### src/common/addr_map_pkg.sv
//**********************************************************************
// address map definitions for the core address front end
// EVA field layouts, local region and CSR encodings, fixed widths
//**********************************************************************

package addr_map_pkg;

  // core datapath and EVA width
  localparam int data_width_gp = 32;

  // endpoint word address widths carried in the EVA
  localparam int global_epa_width_gp = 18;
  localparam int tile_group_epa_width_gp = 16;

  // local data memory word address
  localparam int dmem_addr_width_gp = 10;

  // remote tags in the upper EVA bits
  localparam logic [1:0] global_remote_tag_gp = 2'b01;
  localparam logic [2:0] tile_group_remote_tag_gp = 3'b001;

  // page select in bits 23..16 of local space
  localparam logic [7:0] local_dmem_page_gp = 8'h00;
  localparam logic [7:0] local_csr_page_gp = 8'h10;

  // global EVA, coordinates and word address taken as-is
  typedef struct packed {
    logic [1:0] remote;
    logic [3:0] y_cord;
    logic [5:0] x_cord;
    logic [global_epa_width_gp-1:0] addr;
    logic [1:0] byte_offset;
  } eva_global_s;

  // tile-group EVA, coordinates relative to the origin
  typedef struct packed {
    logic [2:0] remote;
    logic [4:0] y_cord;
    logic [5:0] x_cord;
    logic [tile_group_epa_width_gp-1:0] addr;
    logic [1:0] byte_offset;
  } eva_tile_group_s;

  // local EVA, top byte zero
  // csr index sits in the two low word address bits
  typedef struct packed {
    logic [7:0] remote;
    logic [7:0] page;
    logic [3:0] unused;
    logic [dmem_addr_width_gp-1:0] word_addr;
    logic [1:0] byte_offset;
  } eva_local_s;

  typedef enum logic [1:0] {
    region_none,
    region_dmem,
    region_csr
  } local_region_e;

  typedef enum logic [1:0] {
    csr_tgo_x = 2'd0,
    csr_tgo_y = 2'd1,
    csr_dram_enable = 2'd2
  } csr_index_e;

endpackage

### src/common/net_pkg.sv
//**********************************************************************
// network side definitions
// request opcodes, NPA grouping and the outgoing request packet
//**********************************************************************

package net_pkg;

  // global mesh coordinates
  localparam int x_cord_width_gp = 6;
  localparam int y_cord_width_gp = 4;

  // pod part of the coordinates, upper bits
  localparam int pod_x_width_gp = 3;
  localparam int pod_y_width_gp = 2;

  // endpoint physical address, in words
  localparam int epa_width_gp = 28;

  typedef enum logic {
    op_load = 1'b0,
    op_store = 1'b1
  } req_op_e;

  // network physical address
  typedef struct packed {
    logic [x_cord_width_gp-1:0] x_cord;
    logic [y_cord_width_gp-1:0] y_cord;
    logic [epa_width_gp-1:0] epa;
  } npa_s;

  // request packet toward the mesh
  // data follows the 32 bit core word
  typedef struct packed {
    req_op_e op;
    logic [x_cord_width_gp-1:0] x_cord;
    logic [y_cord_width_gp-1:0] y_cord;
    logic [epa_width_gp-1:0] epa;
    logic [31:0] data;
  } net_req_s;

endpackage

### src/eva_to_npa/eva_to_npa.sv
//**********************************************************************
// EVA to NPA translation for remote space
// maps DRAM, global and tile-group EVAs to x/y coordinates plus EPA
//**********************************************************************

`timescale 1ns/1ns

module eva_to_npa
  import addr_map_pkg::*;
  import net_pkg::*;
  #(parameter int num_tiles_x_p = 8,
    parameter int num_tiles_y_p = 4,
    parameter int num_vcache_rows_p = 1,
    parameter int vcache_block_size_in_words_p = 8,
    parameter int vcache_size_p = 1024,
    localparam int x_subcord_width_lp = (num_tiles_x_p > 1) ? $clog2(num_tiles_x_p) : 1,
    localparam int y_subcord_width_lp = (num_tiles_y_p > 1) ? $clog2(num_tiles_y_p) : 1
  ) (
    // byte address from the core
    input  logic [data_width_gp-1:0]      eva_i,
    // tile-group origin
    input  logic [x_subcord_width_lp-1:0] tgo_x_i,
    input  logic [y_subcord_width_lp-1:0] tgo_y_i,
    input  logic [pod_x_width_gp-1:0]     pod_x_i,
    input  logic [pod_y_width_gp-1:0]     pod_y_i,
    // striped DRAM when set, plain block memory otherwise
    input  logic                          dram_enable_i,
    output npa_s                          npa_o,
    output logic                          is_invalid_addr_o
  );

  // word offset inside a cache line
  localparam int word_offset_width_lp =
    (vcache_block_size_in_words_p > 1) ? $clog2(vcache_block_size_in_words_p) : 1;
  // word offset inside a whole vcache
  localparam int lg_vcache_size_lp = (vcache_size_p > 1) ? $clog2(vcache_size_p) : 1;
  // vcache rows north and south of the pod
  localparam int row_id_width_lp = $clog2(2 * num_vcache_rows_p);
  localparam int dram_index_width_lp =
    data_width_gp - 1 - 2 - word_offset_width_lp - x_subcord_width_lp - row_id_width_lp;

  // bit positions, striped mode
  localparam int dram_x_lsb_lp = 2 + word_offset_width_lp;
  localparam int dram_row_lsb_lp = dram_x_lsb_lp + x_subcord_width_lp;
  localparam int dram_index_lsb_lp = dram_row_lsb_lp + row_id_width_lp;
  // bit positions, block memory mode
  localparam int blk_x_lsb_lp = 2 + lg_vcache_size_lp;
  localparam int blk_row_lsb_lp = blk_x_lsb_lp + x_subcord_width_lp;

  eva_global_s global_addr;
  eva_tile_group_s tile_group_addr;
  assign global_addr = eva_i;
  assign tile_group_addr = eva_i;

  logic is_dram_addr;
  logic is_global_addr;
  logic is_tile_group_addr;
  assign is_dram_addr = eva_i[data_width_gp-1];
  assign is_global_addr = (global_addr.remote == global_remote_tag_gp);
  assign is_tile_group_addr = (tile_group_addr.remote == tile_group_remote_tag_gp);

  // row id and x subcoord, picked by mode
  logic [row_id_width_lp-1:0] row_id;
  logic [x_subcord_width_lp-1:0] vc_x_subcord;
  logic [y_subcord_width_lp-1:0] vc_y_subcord;
  logic [pod_y_width_gp-1:0] vc_pod_y;
  logic [epa_width_gp-1:0] vc_epa;

  always_comb begin
    if (dram_enable_i) begin
      // line-granular striping
      row_id = eva_i[dram_row_lsb_lp +: row_id_width_lp];
      vc_x_subcord = eva_i[dram_x_lsb_lp +: x_subcord_width_lp];
      vc_epa = epa_width_gp'({eva_i[dram_index_lsb_lp +: dram_index_width_lp],
                              eva_i[2 +: word_offset_width_lp]});
    end else begin
      // whole vcache as one block, no striping
      row_id = eva_i[blk_row_lsb_lp +: row_id_width_lp];
      vc_x_subcord = eva_i[blk_x_lsb_lp +: x_subcord_width_lp];
      vc_epa = epa_width_gp'(eva_i[2 +: lg_vcache_size_lp]);
    end
  end

  // odd row id goes south into the next pod, even goes north
  assign vc_pod_y = row_id[0] ? pod_y_width_gp'(pod_y_i + 1'b1)
                              : pod_y_width_gp'(pod_y_i - 1'b1);

  // north rows count down from the edge, south rows count up
  // upper bits fill with the side, lower bits hold the layer
  always_comb begin
    vc_y_subcord = {y_subcord_width_lp{~row_id[0]}};
    for (int i = 0; i < row_id_width_lp - 1; i++) begin
      vc_y_subcord[i] = row_id[i+1] ^ ~row_id[0];
    end
  end

  // translation table, DRAM first
  always_comb begin
    is_invalid_addr_o = 1'b0;
    npa_o = '0;
    if (is_dram_addr) begin
      npa_o.x_cord = x_cord_width_gp'({pod_x_i, vc_x_subcord});
      npa_o.y_cord = y_cord_width_gp'({vc_pod_y, vc_y_subcord});
      npa_o.epa = vc_epa;
    end else if (is_global_addr) begin
      // coordinates straight from the EVA
      npa_o.x_cord = x_cord_width_gp'(global_addr.x_cord);
      npa_o.y_cord = y_cord_width_gp'(global_addr.y_cord);
      npa_o.epa = epa_width_gp'(global_addr.addr);
    end else if (is_tile_group_addr) begin
      // offset from origin, wraps inside the pod
      npa_o.x_cord = x_cord_width_gp'({pod_x_i,
        x_subcord_width_lp'(tile_group_addr.x_cord + tgo_x_i)});
      npa_o.y_cord = y_cord_width_gp'({pod_y_i,
        y_subcord_width_lp'(tile_group_addr.y_cord + tgo_y_i)});
      npa_o.epa = epa_width_gp'(tile_group_addr.addr);
    end else begin
      // no remote mapping
      is_invalid_addr_o = 1'b1;
    end
  end

endmodule

### src/source/local_addr_decode.sv
//**********************************************************************
// local address decode
// splits local space into dmem and CSR, holds the tile control registers
//**********************************************************************

`timescale 1ns/1ns

module local_addr_decode
  import addr_map_pkg::*;
  import net_pkg::*;
  #(parameter int num_tiles_x_p = 8,
    parameter int num_tiles_y_p = 4,
    localparam int x_subcord_width_lp = (num_tiles_x_p > 1) ? $clog2(num_tiles_x_p) : 1,
    localparam int y_subcord_width_lp = (num_tiles_y_p > 1) ? $clog2(num_tiles_y_p) : 1
  ) (
    input  logic                          clk_i,
    input  logic                          rst_n_i,
    input  logic                          req_v_i,
    input  req_op_e                       req_op_i,
    input  logic [data_width_gp-1:0]      eva_i,
    input  logic [data_width_gp-1:0]      data_i,
    output local_region_e                 region_o,
    output logic [data_width_gp-1:0]      csr_rdata_o,
    output logic [x_subcord_width_lp-1:0] tgo_x_o,
    output logic [y_subcord_width_lp-1:0] tgo_y_o,
    output logic                          dram_enable_o
  );

  eva_local_s local_addr;
  assign local_addr = eva_i;

  // register index from word address bits
  csr_index_e csr_index;
  assign csr_index = csr_index_e'(local_addr.word_addr[1:0]);

  // top byte zero means own tile
  always_comb begin
    region_o = region_none;
    if (local_addr.remote == '0) begin
      if (local_addr.page == local_dmem_page_gp) begin
        region_o = region_dmem;
      end else if (local_addr.page == local_csr_page_gp) begin
        region_o = region_csr;
      end
    end
  end

  logic csr_we;
  assign csr_we = req_v_i && (region_o == region_csr) && (req_op_i == op_store);

  // control registers, written at the request edge
  // dram mode comes up enabled
  always_ff @(posedge clk_i or negedge rst_n_i) begin
    if (!rst_n_i) begin
      tgo_x_o <= '0;
      tgo_y_o <= '0;
      dram_enable_o <= 1'b1;
    end else if (csr_we) begin
      case (csr_index)
        csr_tgo_x: tgo_x_o <= data_i[x_subcord_width_lp-1:0];
        csr_tgo_y: tgo_y_o <= data_i[y_subcord_width_lp-1:0];
        csr_dram_enable: dram_enable_o <= data_i[0];
        // index 3 has no register
        default: ;
      endcase
    end
  end

  // read side, current value zero-extended
  always_comb begin
    case (csr_index)
      csr_tgo_x: csr_rdata_o = data_width_gp'(tgo_x_o);
      csr_tgo_y: csr_rdata_o = data_width_gp'(tgo_y_o);
      csr_dram_enable: csr_rdata_o = data_width_gp'(dram_enable_o);
      default: csr_rdata_o = '0;
    endcase
  end

endmodule

### src/source/mem_req_dispatch.sv
//**********************************************************************
// request dispatcher
// picks one of dmem, CSR response, network or error and registers it
//**********************************************************************

`timescale 1ns/1ns

module mem_req_dispatch
  import addr_map_pkg::*;
  import net_pkg::*;
  (
    input  logic                          clk_i,
    input  logic                          rst_n_i,
    input  logic                          req_v_i,
    input  req_op_e                       req_op_i,
    input  logic [data_width_gp-1:0]      eva_i,
    input  logic [data_width_gp-1:0]      data_i,
    input  local_region_e                 region_i,
    input  logic [data_width_gp-1:0]      csr_rdata_i,
    input  npa_s                          npa_i,
    input  logic                          is_invalid_addr_i,
    // local memory side
    output logic                          dmem_v_o,
    output req_op_e                       dmem_op_o,
    output logic [dmem_addr_width_gp-1:0] dmem_addr_o,
    output logic [data_width_gp-1:0]      dmem_data_o,
    // register load response
    output logic                          csr_resp_v_o,
    output logic [data_width_gp-1:0]      csr_resp_data_o,
    // mesh side
    output logic                          net_v_o,
    output net_req_s                      net_req_o,
    output logic                          addr_err_v_o
  );

  eva_local_s local_addr;
  assign local_addr = eva_i;

  logic issue_dmem;
  logic issue_csr;
  logic issue_net;
  logic issue_err;

  // local space wins over remote verdict
  // csr store writes in the decoder and issues nothing here
  always_comb begin
    issue_dmem = 1'b0;
    issue_csr = 1'b0;
    issue_net = 1'b0;
    issue_err = 1'b0;
    if (req_v_i) begin
      case (region_i)
        region_dmem: issue_dmem = 1'b1;
        region_csr: issue_csr = (req_op_i == op_load);
        default: begin
          issue_err = is_invalid_addr_i;
          issue_net = !is_invalid_addr_i;
        end
      endcase
    end
  end

  // one-cycle valid pulses
  always_ff @(posedge clk_i or negedge rst_n_i) begin
    if (!rst_n_i) begin
      dmem_v_o <= 1'b0;
      csr_resp_v_o <= 1'b0;
      net_v_o <= 1'b0;
      addr_err_v_o <= 1'b0;
    end else begin
      dmem_v_o <= issue_dmem;
      csr_resp_v_o <= issue_csr;
      net_v_o <= issue_net;
      addr_err_v_o <= issue_err;
    end
  end

  // payload, loaded only for the chosen output
  always_ff @(posedge clk_i) begin
    if (issue_dmem) begin
      dmem_op_o <= req_op_i;
      dmem_addr_o <= local_addr.word_addr;
      dmem_data_o <= data_i;
    end
    if (issue_csr) begin
      csr_resp_data_o <= csr_rdata_i;
    end
    if (issue_net) begin
      net_req_o.op <= req_op_i;
      net_req_o.x_cord <= npa_i.x_cord;
      net_req_o.y_cord <= npa_i.y_cord;
      net_req_o.epa <= npa_i.epa;
      net_req_o.data <= data_i;
    end
  end

endmodule

### src/source/core_addr_xlate.sv
//**********************************************************************
// core address translation front end of one tile
// local decode and remote mapping side by side, one dispatch stage
//**********************************************************************

`timescale 1ns/1ns

module core_addr_xlate
  import addr_map_pkg::*;
  import net_pkg::*;
  #(parameter int num_tiles_x_p = 8,
    parameter int num_tiles_y_p = 4,
    parameter int num_vcache_rows_p = 1,
    parameter int vcache_block_size_in_words_p = 8,
    parameter int vcache_size_p = 1024,
    localparam int x_subcord_width_lp = (num_tiles_x_p > 1) ? $clog2(num_tiles_x_p) : 1,
    localparam int y_subcord_width_lp = (num_tiles_y_p > 1) ? $clog2(num_tiles_y_p) : 1
  ) (
    input  logic                          clk_i,
    input  logic                          rst_n_i,
    input  logic                          req_v_i,
    input  req_op_e                       req_op_i,
    input  logic [data_width_gp-1:0]      req_eva_i,
    input  logic [data_width_gp-1:0]      req_data_i,
    // pod of this tile
    input  logic [pod_x_width_gp-1:0]     pod_x_i,
    input  logic [pod_y_width_gp-1:0]     pod_y_i,
    output logic                          dmem_v_o,
    output req_op_e                       dmem_op_o,
    output logic [dmem_addr_width_gp-1:0] dmem_addr_o,
    output logic [data_width_gp-1:0]      dmem_data_o,
    output logic                          csr_resp_v_o,
    output logic [data_width_gp-1:0]      csr_resp_data_o,
    output logic                          net_v_o,
    output net_req_s                      net_req_o,
    output logic                          addr_err_v_o
  );

  local_region_e region;
  logic [data_width_gp-1:0] csr_rdata;
  logic [x_subcord_width_lp-1:0] tgo_x;
  logic [y_subcord_width_lp-1:0] tgo_y;
  logic dram_enable;
  npa_s npa;
  logic is_invalid_addr;

  // own space and control registers
  local_addr_decode #(
    .num_tiles_x_p(num_tiles_x_p),
    .num_tiles_y_p(num_tiles_y_p)
  ) local_decode (
    .clk_i(clk_i),
    .rst_n_i(rst_n_i),
    .req_v_i(req_v_i),
    .req_op_i(req_op_i),
    .eva_i(req_eva_i),
    .data_i(req_data_i),
    .region_o(region),
    .csr_rdata_o(csr_rdata),
    .tgo_x_o(tgo_x),
    .tgo_y_o(tgo_y),
    .dram_enable_o(dram_enable)
  );

  // remote mapping on the same EVA
  eva_to_npa #(
    .num_tiles_x_p(num_tiles_x_p),
    .num_tiles_y_p(num_tiles_y_p),
    .num_vcache_rows_p(num_vcache_rows_p),
    .vcache_block_size_in_words_p(vcache_block_size_in_words_p),
    .vcache_size_p(vcache_size_p)
  ) xlate (
    .eva_i(req_eva_i),
    .tgo_x_i(tgo_x),
    .tgo_y_i(tgo_y),
    .pod_x_i(pod_x_i),
    .pod_y_i(pod_y_i),
    .dram_enable_i(dram_enable),
    .npa_o(npa),
    .is_invalid_addr_o(is_invalid_addr)
  );

  mem_req_dispatch dispatch (
    .clk_i(clk_i),
    .rst_n_i(rst_n_i),
    .req_v_i(req_v_i),
    .req_op_i(req_op_i),
    .eva_i(req_eva_i),
    .data_i(req_data_i),
    .region_i(region),
    .csr_rdata_i(csr_rdata),
    .npa_i(npa),
    .is_invalid_addr_i(is_invalid_addr),
    .dmem_v_o(dmem_v_o),
    .dmem_op_o(dmem_op_o),
    .dmem_addr_o(dmem_addr_o),
    .dmem_data_o(dmem_data_o),
    .csr_resp_v_o(csr_resp_v_o),
    .csr_resp_data_o(csr_resp_data_o),
    .net_v_o(net_v_o),
    .net_req_o(net_req_o),
    .addr_err_v_o(addr_err_v_o)
  );

endmodule

### config.mk
export PLATFORM = sky130hd
export DESIGN_NAME = core_addr_xlate
export DESIGN_NICKNAME = d
export VERILOG_FILES = /design/src/common/addr_map_pkg.sv /design/src/common/net_pkg.sv /design/src/eva_to_npa/eva_to_npa.sv /design/src/source/local_addr_decode.sv /design/src/source/mem_req_dispatch.sv /design/src/source/core_addr_xlate.sv
export SDC_FILE = /design/constraint.sdc
export NUM_CORES = 1
export LEC_CHECK = 0
export BUFFER_PORTS_ARGS = -buffer_cell sky130_fd_sc_hd__buf_4
export CELL_PAD_IN_SITES_DETAIL_PLACEMENT = 0
export CELL_PAD_IN_SITES_GLOBAL_PLACEMENT = 1
export CORE_MARGIN = 10
export CORE_UTILIZATION = 37
export DETAILED_ROUTE_END_ITERATION = 6
export PLACE_DENSITY_LB_ADDON = 0.1
export SYNTH_ARGS = -nofsm -noshare
export SYNTH_HDL_FRONTEND = slang
export SYNTH_SLANG_ARGS = --single-unit
export TNS_END_PERCENT = 30
### constraint.sdc
create_clock -name clk_i -period 2 [get_ports clk_i]
set_input_delay 0.3 -clock clk_i [delete_from_list [all_inputs] [get_ports clk_i]]
set_output_delay 0.3 -clock clk_i [all_outputs]
set_load 0.005 [all_outputs]
Word level (Yosys, flattened, before mapping)
Cells that the tools add are included.
Widths: inputs -> output; s select.
{"block": "classes", "n_addsub": 4, "eq_ne": 7, "muxes": 22, "bitwise": 2, "n_reduce_logical": 10}
{"op": "$mux 38", "n": 3}
{"op": "$mux 25", "n": 1}
{"op": "$logic_not 8->1", "n": 2}
{"op": "$mux 1", "n": 12}
{"op": "$pmux 3 s3", "n": 1}
{"op": "$eq 8x5->1 const B", "n": 1}
{"op": "$mux 2", "n": 4}
{"op": "$eq 2x1->1 const B", "n": 3}
{"op": "$reduce_and 2->1", "n": 3}
{"op": "$eq 2x2->1 const B", "n": 2}
{"op": "$add 3x3->3", "n": 1}
{"op": "$eq 3x1->1 const B", "n": 1}
{"op": "$mux 3", "n": 1}
{"op": "$add 2x1->2 const B", "n": 1}
{"op": "$add 2x2->2", "n": 1}
{"op": "$logic_and 1x1->1", "n": 2}
{"op": "$logic_not 2->1", "n": 1}
{"op": "$not 1->1", "n": 2}
{"op": "$reduce_or 2->1", "n": 1}
{"op": "$sub 2x1->2 const B", "n": 1}
{"op": "$logic_not 1->1", "n": 1}
{"block": "totals", "register_bits": 156, "in_bits": 73, "output_inout_bits": 150, "wordCells": 61}

Logic depth before layout (Yosys ltp)
Gate-level depths: netlist of run 1.
{"block": "logic_depth", "depth_word": 8, "depth_mapped": 7, "ltp_nobuf": 7}

Cells and area by module
Synthesis of run 1 repeated with hierarchy kept, for this count alone.
{"block": "unflattened", "cells_unflattened": 310, "hier_area_um2": 5839.4}
{"mod": "mem_req_dispatch", "instances": 1, "cells_each": 158, "area_each_um2": 4548.1, "seq_area_each_um2": 4484.3}
{"mod": "eva_to_npa", "instances": 1, "cells_each": 91, "area_each_um2": 683.2, "seq_area_each_um2": 0.0}
{"mod": "local_addr_decode", "instances": 1, "cells_each": 61, "area_each_um2": 608.1, "seq_area_each_um2": 151.4}

Worst setup path before layout of run 1
No wires, ideal clock.
{"block": "synth_timing", "path_type": "input-to-reg", "startpoint": "input req_eva_i[31]", "endpoint": "register, netlist name dispatch.net_req_o[0]", "setup_ns": 0.497, "t_arrival_ns": 4.138, "required_ns": 1.503, "slack_ns": -2.635, "path_stages": 6, "n_path_buf": 0, "cell_sequence": "nor3_1 nand4_1 nand2b_1 ha_1 nand2_1 nor2_1"}
{"block": "synth_between", "elab_chain_len": 7, "word_cells_on_any_way": 13, "cone_classes": "eq/ne: 4; mux: 6; reduce/logical: 3"}
{"item": "start, declared", "line": "core_addr_xlate.sv:23", "rtl": "input logic [data_width_gp-1:0] req_eva_i,"}
{"item": "$eq 3x1->1", "line": "eva_to_npa.sv:60", "rtl": "assign is_tile_group_addr = (tile_group_addr.remote == tile_group_remote_tag_gp);"}
{"item": "$mux 1", "line": "eva_to_npa.sv:110", "rtl": "end else if (is_tile_group_addr) begin"}
{"item": "$mux 1", "line": "eva_to_npa.sv:105", "rtl": "end else if (is_global_addr) begin"}
{"item": "$mux 1", "line": "eva_to_npa.sv:101", "rtl": "if (is_dram_addr) begin"}
{"item": "$logic_not 1->1", "line": "mem_req_dispatch.sv:57", "rtl": "issue_net = !is_invalid_addr_i;"}
{"item": "$mux 1 (*)", "line": "mem_req_dispatch.sv:52", "rtl": "case (region_i)"}
{"item": "$mux 1 (*)", "line": "mem_req_dispatch.sv:51", "rtl": "if (req_v_i) begin"}
{"item": "via dispatch.issue_net", "line": "mem_req_dispatch.sv:41", "rtl": "logic issue_net;"}
Mark *: on every way through the listed nets, which the timed path passes. The rest lies on a longest branch.
A chain may end at the register's enable or synchronous reset.

==> results of run 1 <==
flip-flops by register name, summed over array words and instances (netlist names):
name / flops
dispatch.addr_err_v_o: 1
dispatch.csr_resp_data_o: 3
dispatch.csr_resp_v_o: 1
dispatch.dmem_addr_o: 10
dispatch.dmem_data_o: 32
dispatch.dmem_op_o: 1
dispatch.dmem_v_o: 1
dispatch.net_req_o: 68
dispatch.net_v_o: 1
local_decode.dram_enable_o: 1
local_decode.tgo_x_o: 3
local_decode.tgo_y_o: 2
cell usage in the layout, fill, tap and decap left out, types with 3 or more instances in the layout:
master	n
a22o_1	9
buf_4	207
clkinv_1	3
clkinvlp_4	3
nor2_1	7
dfrtp_1	9
mux2_2	3
clkbuf_16	17
nor3b_1	3
and3_1	7
conb_1	32
ha_1	4
a221oi_1	4
edfxtp_1	114
clkinv_4	3
mux2i_1	7
o21ai_0	11
a21oi_1	6
mux2_4	3
nor2b_1	4
nand2_1	18
cells in the mapped netlist (3+ instances only):
library cell,count,area [sq um]
mux2i_1,7,70.07
mux2_2,3,33.78
edfxtp_1,114,3423
and3_1,7,43.79
mux2_4,3,45.04
a221oi_1,4,35.03
ha_1,4,50.05
nor2b_1,4,25.02
dfrtp_1,9,225.2
clkbuf_1,3,11.26
nor4_1,3,18.77
o21ai_0,11,55.05
a21oi_1,6,30.03
nand2_1,19,71.32
a22o_1,9,78.83
nor2_1,8,30.03
buf_2,4,20.02
nor3b_1,3,22.52
buf_4,32,240.2
cells by family after synthesis:
group,after synthesis,share of synthesized area
simple gates,61,0.06954
xor+xnor,4,0.01360
flops,124,0.7678
fa+ha+maj,5,0.01464
mux,13,0.03111
other cells,1,0.0007836
buf+inv,42,0.05934
compound gates,31,0.04314
power breakdown:
part / switching (uW) / leakage, uW / internal (uW)
clock network: 1090 / 0.000272 / 1830
logic: 252 / 0.00151 / 297
registers: 36.9 / 0.00121 / 2980
cell type report:
cell class,instances,share of cell area
Clock buffer,17,0.06021
Clock inverter,15,0.02090
Sequential cell,124,0.5201
Inverter,1,0.0005313
Tap cell,172,0.03046
Timing Repair Buffer,210,0.2270
Multi-Input combinational cell,146,0.1408
worst max-delay path, delay by kind of cell, from the launching register on:
family | cells | cell delay, ns
XOR/XNOR | 1 | 0.19
flip-flops | 1 | 0.42
AO/OA/AOI/OAI | 2 | 0.40
adder cells (fa/ha/maj) | 2 | 0.57
per-layer routing:
metal,part of all wire,vias up,GRT usage
li1,-,1441,-
met1,0.44,1434,0.1765
met3,0.082,8,0.05902
met4,0.0072,0,0.04293
met5,0,-,0
met2,0.47,166,0.2197
path summary, 6_finish.rpt:
check / start / end / cells after the start / slack (ns)
min reg2reg: local_decode.tgo_y_o[1]$_DFFE_PN0P_ / local_decode.tgo_y_o[1]$_DFFE_PN0P_ / 1 / 0.55
min in group asynchronous: rst_n_i / local_decode.tgo_y_o[0]$_DFFE_PN0P_ / 2 / 0.26
max reg2reg: local_decode.tgo_x_o[0]$_DFFE_PN0P_ / dispatch.net_req_o[66]$_DFFE_PP_ / 5 / 0.15
max: local_decode.tgo_x_o[0]$_DFFE_PN0P_ / dispatch.net_req_o[66]$_DFFE_PP_ / 5 / 0.15
max in group asynchronous: rst_n_i / local_decode.dram_enable_o$_DFFE_PN1P_ / 2 / 1.52
min: req_data_i[8] / dispatch.dmem_data_o[8]$_DFFE_PP_ / 1 / 0.08
metrics by stage:
stage / cell area (sq um) / util
after floorplan: 4954 / -
after global placement: 6482 / 0.5137
after detailed placement: 6482 / 0.5137
after CTS: 7066 / 0.5599
after global routing: 7066 / 0.5599
final: 7066 / 0.5599
==> impl_metrics.toml, run 1 <==
[drt]
drt_pass1_iterations = 5
drtIter0Drc = 156
ant_nets = 0
drc = 0
avgViaCountPerCell = 4.451
avgRoutedWirePerCell_microns = 19.14
routed_wl_mm = 13.11
vias = 3049

[critical_path]
end_kind = "flip-flop"
crit_chain = "ha_1, fa_1, xor3_1, a221oi_1, a21oi_1"
cp_max_fo = 3
slowest_stage = "dfrtp_1"
crit_path_start_kind = "flip-flop"
crit_required_ns = 2.14
max_stage_delay_ns = 0.42
cp.arrival_ns = 1.99
path_class = "flip-flop to flip-flop"

[logic_synthesis]
synth-main-ff-cell = "edfxtp_1"
yosys_warnings = 0
yosysSeqAreaShare = 0.7678
syn_avg_cell_area_sq_um = 17.03
synth_edf_count = 114
synthArstFlopShare = 0.08065
synth_cells = 281
ys_types = 42
syn_area_sq_um = 4786
synth-seq-cells = 124

[power]
power_uw = 6475
p_per_area_nw_per_um2 = 916.4
p_leak_uw = 0.002993
peakVddDrop_mv = 0.4817

[place]
port_buffers = 188
gp_congestion = 0.8061
dp_cells = 652
hpwl_mm = 10.24
pre_cts_ws_ns = -0.2578

[timing]
final.period_utilization = 0.9229
hold_viol_final = 0
finalSetupTns_ns = 0
fmax_mhz = 541.8
worst_slack_ns = 0.1543
min_period_ns = 1.846
fin_worst_skew_ns = 0.01436
setup_viol = 0
report.final.slew_viol_count = 0
rsz0062_at_grt = "false"
hold-worst-slack_ns = 0.08366

[clocking]
post-cts-setup-buffers = 0
cts_max_level = 4
cts_root_buf = "clkbuf_16"
cts.sinks = 124
cts_buffers = 17
cts_hold_buf = 1
clockBufferDepth = 2
path_clk_slew_ns = 0.06
cts_tree = "done"
cts_resized = 0
clk_latency_ns = 0.40

[min_path]
min_path_type = "primary input to flip-flop"

[finish]
seqCellArea_sq_um = 3675
syn_to_final_growth_pct = 47.63
multi_input_area_sq_um = 994.7
nets = 578
antenna_cells = 0
drive_gt1_frac = 0.5010
stdcell_count = 685
fillCellCount = 1083

[run]
cap_violations = 0

[global_route]
grt_max_degree = 38
grt_pass1_wl_mm = 19.47
grt_pass1_vias = 3314
grt_antenna_before_repair = 0
gr-total-overflow = 0
grt_usage = 0.1417

[die]
die_area_sq_um = 17880
num_io_pins = 223
rows = 41
start_util = 0.3792
coreArea_sq_um = 12620
die_w_microns = 133.7
die_y_microns = 133.7

[run_status]
status = "complete, no violations"
Note: power is estimated with default switching activity, not from simulation.
==> inputs of run 2 (changes only) <==
--- a/config.mk
+++ b/config.mk
@@ -9,7 +9,7 @@
 export CELL_PAD_IN_SITES_DETAIL_PLACEMENT = 0
 export CELL_PAD_IN_SITES_GLOBAL_PLACEMENT = 1
 export CORE_MARGIN = 10
-export CORE_UTILIZATION = 37
+export CORE_UTILIZATION = 39
 export DETAILED_ROUTE_END_ITERATION = 6
 export PLACE_DENSITY_LB_ADDON = 0.1
 export SYNTH_ARGS = -nofsm -noshare
==> constraint.sdc (replaced) <==
create_clock -name clk_i -period 2.4 [get_ports clk_i]
set_input_delay 0.36 -clock clk_i [delete_from_list [all_inputs] [get_ports clk_i]]
set_output_delay 0.36 -clock clk_i [all_outputs]
set_load 0.005 [all_outputs]
==> run 2 against run 1 <==
Net effect: core utilization rose by 2.7 points; power fell by 10%; final area fell by 0.19%; global-route usage rose by 0.67 points; combinational power fell by 18%; routed wire length rose by 0.83%; die area fell by 4.4%; critical path depth rose by 3; sequential power fell by 17%; via count fell by 0.36%; register-to-register slack improved by 0.41 ns; critical path type is now primary input to flip-flop; largest power group is now clock; highest routed layer unchanged.
==> impl_metrics.toml, run 2 (synthesis results as in run 1) <==
[die]
die_w_microns = 130.8
rows = 40
die_area_sq_um = 17100
num_io_pins = 223
die_y_microns = 130.8
coreArea_sq_um = 12010
start_util = 0.3984

[timing]
rsz0062_at_grt = "false"
final.period_utilization = 0.7713
hold-worst-slack_ns = 0.1409
hold_viol_final = 0
min_period_ns = 1.851
setup_viol = 0
tightestPinTransition_ns = 0.5099
fin_worst_skew_ns = 0.005753
slew_headroom = 0.6601
fmax_mhz = 540.2
report.final.slew_viol_count = 0

[finish]
multi_input_area_sq_um = 994.7
mostFrequentLayoutCells = "191 x buf_4, 114 x edfxtp_1, 32 x conb_1"
antenna_cells = 0
top_register = "dispatch.net_req_o"
syn_to_final_growth_pct = 47.35
seqCellArea_sq_um = 3675
fillCellCount = 960
final_common_cell = "buf_4"
design_area_sq_um = 7052
nets = 564
utilization = 0.5871
drive_gt1_frac = 0.4890
largest_reg_flops = 68
top_regs = "dispatch.net_req_o x68, dispatch.dmem_data_o x32, dispatch.dmem_addr_o x10"

[critical_path]
path_class = "primary input to flip-flop"
crit_required_ns = 2.51
slowest_stage = "ha_1"
end_kind = "flip-flop"
cp.arrival_ns = 1.96
crit_chain = "buf_4, nor4_4, nand4_1, nand2b_1, ha_1, nand2_2, nor2_4, buf_12"
cp_top_family = "simple AND/OR/NAND/NOR gates"
cp_max_fo = 24
max_stage_delay_ns = 0.30
crit_path_start_kind = "primary input"
critPathBufInv = 2

[drt]
avgRoutedWirePerCell_microns = 20.47
drc = 0
vias = 3038
ant_nets = 0
drtIter0Drc = 153
drt_pass1_iterations = 5
routed_wl_mm = 13.22
avgViaCountPerCell = 4.703

[run]
cap_violations = 0

[clocking]
cts_resized = 0
cts_tree = "done"
cts_hold_buf = 1
path_clk_slew_ns = 0.06
cts.sinks = 124
clockBufferDepth = 2
cts_buffers = 17
post-cts-setup-buffers = 0
cts_max_level = 4
cts_root_buf = "clkbuf_16"
clk_latency_ns = 0.41

[global_route]
grt_pass1_wl_mm = 18.91
grt_pass1_vias = 3239
gr-total-overflow = 0
grt_usage = 0.1484
grt_antenna_before_repair = 0
grt_max_degree = 39

[place]
placed_area_sq_um = 6371
gp_congestion = 0.7671
hpwl_mm = 10.08
port_buffers = 188

[power]
power_uw = 5821
p_leak_uw = 0.002987
peakVddDrop_mv = 0.3488
p_per_area_nw_per_um2 = 825.4

[run_status]
status = "complete, no violations"

[min_path]
min_path_type = "primary input to flip-flop"
run 2: routing by layer:
metal | part of all wire | global-route usage | up-vias
li1 | - | - | 1409
met1 | 0.41 | 0.1770 | 1464
met2 | 0.48 | 0.2361 | 158
met3 | 0.11 | 0.06648 | 7
met4 | 0.0069 | 0.04709 | 0
met5 | 0 | 0 | -
run 2: worst reg2reg max path, delay by kind of cell (launching register included):
| family | cells | cell delay (ns) |
|---|---|---|
| fa+ha+maj | 2 | 0.58 |
| compound gates | 2 | 0.40 |
| flops | 1 | 0.41 |
| xor+xnor | 1 | 0.19 |
run 2: final timing paths:
| check | cells after the start | to | from | slack [ns] |
|---|---|---|---|---|
| hold reg to reg | 1 | local_decode.tgo_y_o[1]$_DFFE_PN0P_ | local_decode.tgo_y_o[1]$_DFFE_PN0P_ | 0.55 |
| setup / recovery | 8 | dispatch.net_req_o[54]$_SDFFCE_PN0P_ | req_eva_i[24] | 0.55 |
| min in group asynchronous | 2 | dispatch.net_v_o$_DFF_PN0_ | rst_n_i | 0.33 |
| hold / removal | 1 | dispatch.net_req_o[29]$_DFFE_PP_ | req_data_i[29] | 0.14 |
| max in group asynchronous | 2 | local_decode.dram_enable_o$_DFFE_PN1P_ | rst_n_i | 1.84 |
| setup reg to reg | 5 | dispatch.net_req_o[66]$_DFFE_PP_ | local_decode.tgo_x_o[0]$_DFFE_PN0P_ | 0.56 |
run 2: final cells by class:
cell class                      instances  share of cell area
Clock inverter                         14             0.03424
Tap cell                              147             0.02608
Timing Repair Buffer                  196              0.2161
Multi-Input combinational cell        146              0.1411
Inverter                                1           0.0005323
Clock buffer                           18             0.06086
Sequential cell                       124              0.5211
run 2: where the power goes:
| part | internal [uW] | total (uW) | switching [uW] |
|---|---|---|---|
| clock | 1950 | 2860 | 910 |
| sequential | 2480 | 2510 | 29.7 |
| combinational | 240 | 449 | 209 |
run 2: per-stage QoR:
stage                     setup WS [ns]  std cells  setup TNS (ns)
after CTS                        0.4983        646               0
after detailed placement        0.09849        613               0
after floorplan                 -0.3126        312          -21.40
after global placement           0.1094        613               0
after global routing             0.4209        646               0
final                            0.5490        646               0
==> inputs of run 3 (changes only) <==
--- a/config.mk
+++ b/config.mk
@@ -9,7 +9,7 @@
 export CELL_PAD_IN_SITES_DETAIL_PLACEMENT = 0
 export CELL_PAD_IN_SITES_GLOBAL_PLACEMENT = 1
 export CORE_MARGIN = 10
-export CORE_UTILIZATION = 39
+export CORE_UTILIZATION = 33
 export DETAILED_ROUTE_END_ITERATION = 6
 export PLACE_DENSITY_LB_ADDON = 0.1
 export SYNTH_ARGS = -nofsm -noshare
==> constraint.sdc (replaced) <==
create_clock -name clk_i -period 1.5 [get_ports clk_i]
set_input_delay 0.225 -clock clk_i [delete_from_list [all_inputs] [get_ports clk_i]]
set_output_delay 0.225 -clock clk_i [all_outputs]
set_load 0.005 [all_outputs]
==> run 3 against run 2 <==
Net effect: register-to-register slack got worse by 0.77 ns; non-clock buffer count increased by 68; combinational power increased by 110%; sequential power increased by 61%; final area increased by 12%; largest power group is now registers; die area increased by 15%; sequential cell count unchanged; critical path depth increased by 3; global-route usage decreased by 0.52 points; core utilization decreased by 2.4 points; largest cell class unchanged; the run now ends with negative setup slack left; highest routed layer unchanged.
==> impl_metrics.toml, run 3 (synthesis results as in run 1) <==
[critical_path]
cp_top_family = "simple AND/OR/NAND/NOR gates"
crit_path_start_kind = "primary input"
max_stage_delay_ns = 0.28
critPathBufInv = 5
cp_max_fo = 4
path_class = "primary input to flip-flop"
end_kind = "flip-flop"
slowest_stage = "ha_4"
crit_top_cell = "buf_12"
crit_required_ns = 1.62
startpoint = "req_eva_i[24]"
cp.arrival_ns = 1.86
crit_chain = "buf_8, nor4_4, nand4_1, nand2b_4, ha_4, nand2_4, nor2_4, buf_4, buf_12, buf_12, buf_16"
r2r_start = "local_decode.tgo_x_o[0]$_DFFE_PN0P_"

[global_route]
grt_usage = 0.1432
grt_pass1_wl_mm = 21.47
grt_pass1_vias = 3605
gr-total-overflow = 0
grt_antenna_before_repair = 0
grt_max_degree = 33

[die]
start_util = 0.3408
num_io_pins = 223
coreArea_sq_um = 14040
die_area_sq_um = 19720
die_y_microns = 140.4
die_w_microns = 140.4
rows = 43

[timing]
slew_headroom = 0.6168
worst_slack_ns = -0.2470
tightestPinTransition_ns = 0.5736
fmax_mhz = 572.4
setup_viol = 120
hold_viol_final = 0
hold-worst-slack_ns = 0.01717
final.period_utilization = 1.165
min_period_ns = 1.747
report.final.slew_viol_count = 0
rsz0062_at_grt = "true"
fin_worst_skew_ns = 0.008052

[clocking]
cts_buffers = 17
clockBufferDepth = 2
clk_latency_ns = 0.40
path_clk_slew_ns = 0.05
cts_root_buf = "clkbuf_16"
cts.sinks = 124
cts_tree = "done"
cts_max_level = 4

[finish]
antenna_cells = 0
top_register = "dispatch.net_req_o"
final_common_cell = "buf_4"
design_area_sq_um = 7911
stdcell_count = 747
fillCellCount = 1139
mostFrequentLayoutCells = "212 x buf_4, 114 x edfxtp_1, 32 x conb_1"
seqCellArea_sq_um = 3675
nets = 632
syn_to_final_growth_pct = 65.31
top_regs = "dispatch.net_req_o x68, dispatch.dmem_data_o x32, dispatch.dmem_addr_o x10"
largest_reg_flops = 68
multi_input_area_sq_um = 1100
drive_gt1_frac = 0.5203
utilization = 0.5634

[min_path]
min_path_type = "primary input to flip-flop"
min_from = "req_eva_i[9]"

[drt]
routed_wl_mm = 14.48
ant_nets = 0
vias = 3347
drc = 0
drt_pass1_iterations = 4
drtIter0Drc = 158
avgViaCountPerCell = 4.481
avgRoutedWirePerCell_microns = 19.39

[place]
dp_cells = 666
hpwl_mm = 10.54
gp_congestion = 0.7936
placed_area_sq_um = 6550
port_buffers = 188
pre_cts_ws_ns = -0.6944

[run]
cap_violations = 0

[power]
peakVddDrop_mv = 0.7206
p_per_area_nw_per_um2 = 1130
p_leak_uw = 0.003372

[run_status]
violations = "negative setup slack"
status = "complete, but fails checks"
-- run 3: path summary, 6_finish.rpt --
| kind | endpoint | slack [ns] | cells past startpoint |
|---|---|---|---|
| worst max-delay path | dispatch.net_req_o[11]$_DFFE_PP_ | -0.25 | 11 |
| worst min-delay path | dispatch.dmem_addr_o[7]$_DFFE_PP_ | 0.02 | 1 |
| worst max register to register | dispatch.net_req_o[66]$_DFFE_PP_ | -0.21 | 5 |
| worst min register to register | local_decode.tgo_x_o[2]$_DFFE_PN0P_ | 0.57 | 1 |
| max in group asynchronous | local_decode.dram_enable_o$_DFFE_PN1P_ | 1.07 | 2 |
| min in group asynchronous | local_decode.tgo_y_o[1]$_DFFE_PN0P_ | 0.19 | 2 |
-- run 3: worst reg2reg max path: stages, from the launching register on --
cell,delay (ns)
dfrtp_1,0.41
ha_2,0.21
fa_2,0.33
xor3_1,0.21
a221oi_2,0.23
a21oi_1,0.06
-- run 3: power breakdown --
| group | total, uW | leakage (uW) | switching (uW) | internal (uW) |
|---|---|---|---|---|
| Combinational | 955 | 0.00187 | 394 | 561 |
| Clock | 3960 | 0.000286 | 1380 | 2580 |
| Sequential | 4030 | 0.00121 | 54.1 | 3970 |
| Total | 8940 | 0.00337 | 1830 | 7110 |
-- run 3: area by class of cell --
cell class,instances,area share
timing repair buffer,264,0.2942
sequential,124,0.4645
tap,180,0.02847
clock buffer,18,0.05425
inverter,1,0.0004745
multi-input combinational,146,0.1390
clock inverter,14,0.01914
-- run 3: timing repair --
action,4_1_cts,5_1_grt
pin swaps,6,3
gates resized for setup,29,10
cloned,7,1
hold buffers,27,1
endpoints found under the setup margin,120,129
buffers inserted,13,3
hold endpoints to repair,61,2
-- run 3: metal layers --
layer / global-route usage / part of all wire / vias to the layer above
li1: - / - / 1545
met1: 0.1764 / 0.42 / 1615
met5: 0 / 0 / -
met4: 0.04946 / 0.012 / 0
met3: 0.06423 / 0.099 / 15
met2: 0.2177 / 0.47 / 172
-- run 3: stage by stage --
step                total power, uW  TNS [ns]
finish                         8941    -18.17
detailed placement             4840    -75.24
global route                   9295    -25.55
global placement               4835    -72.08
floorplan                      4316    -91.87
CTS                            9045    -17.30
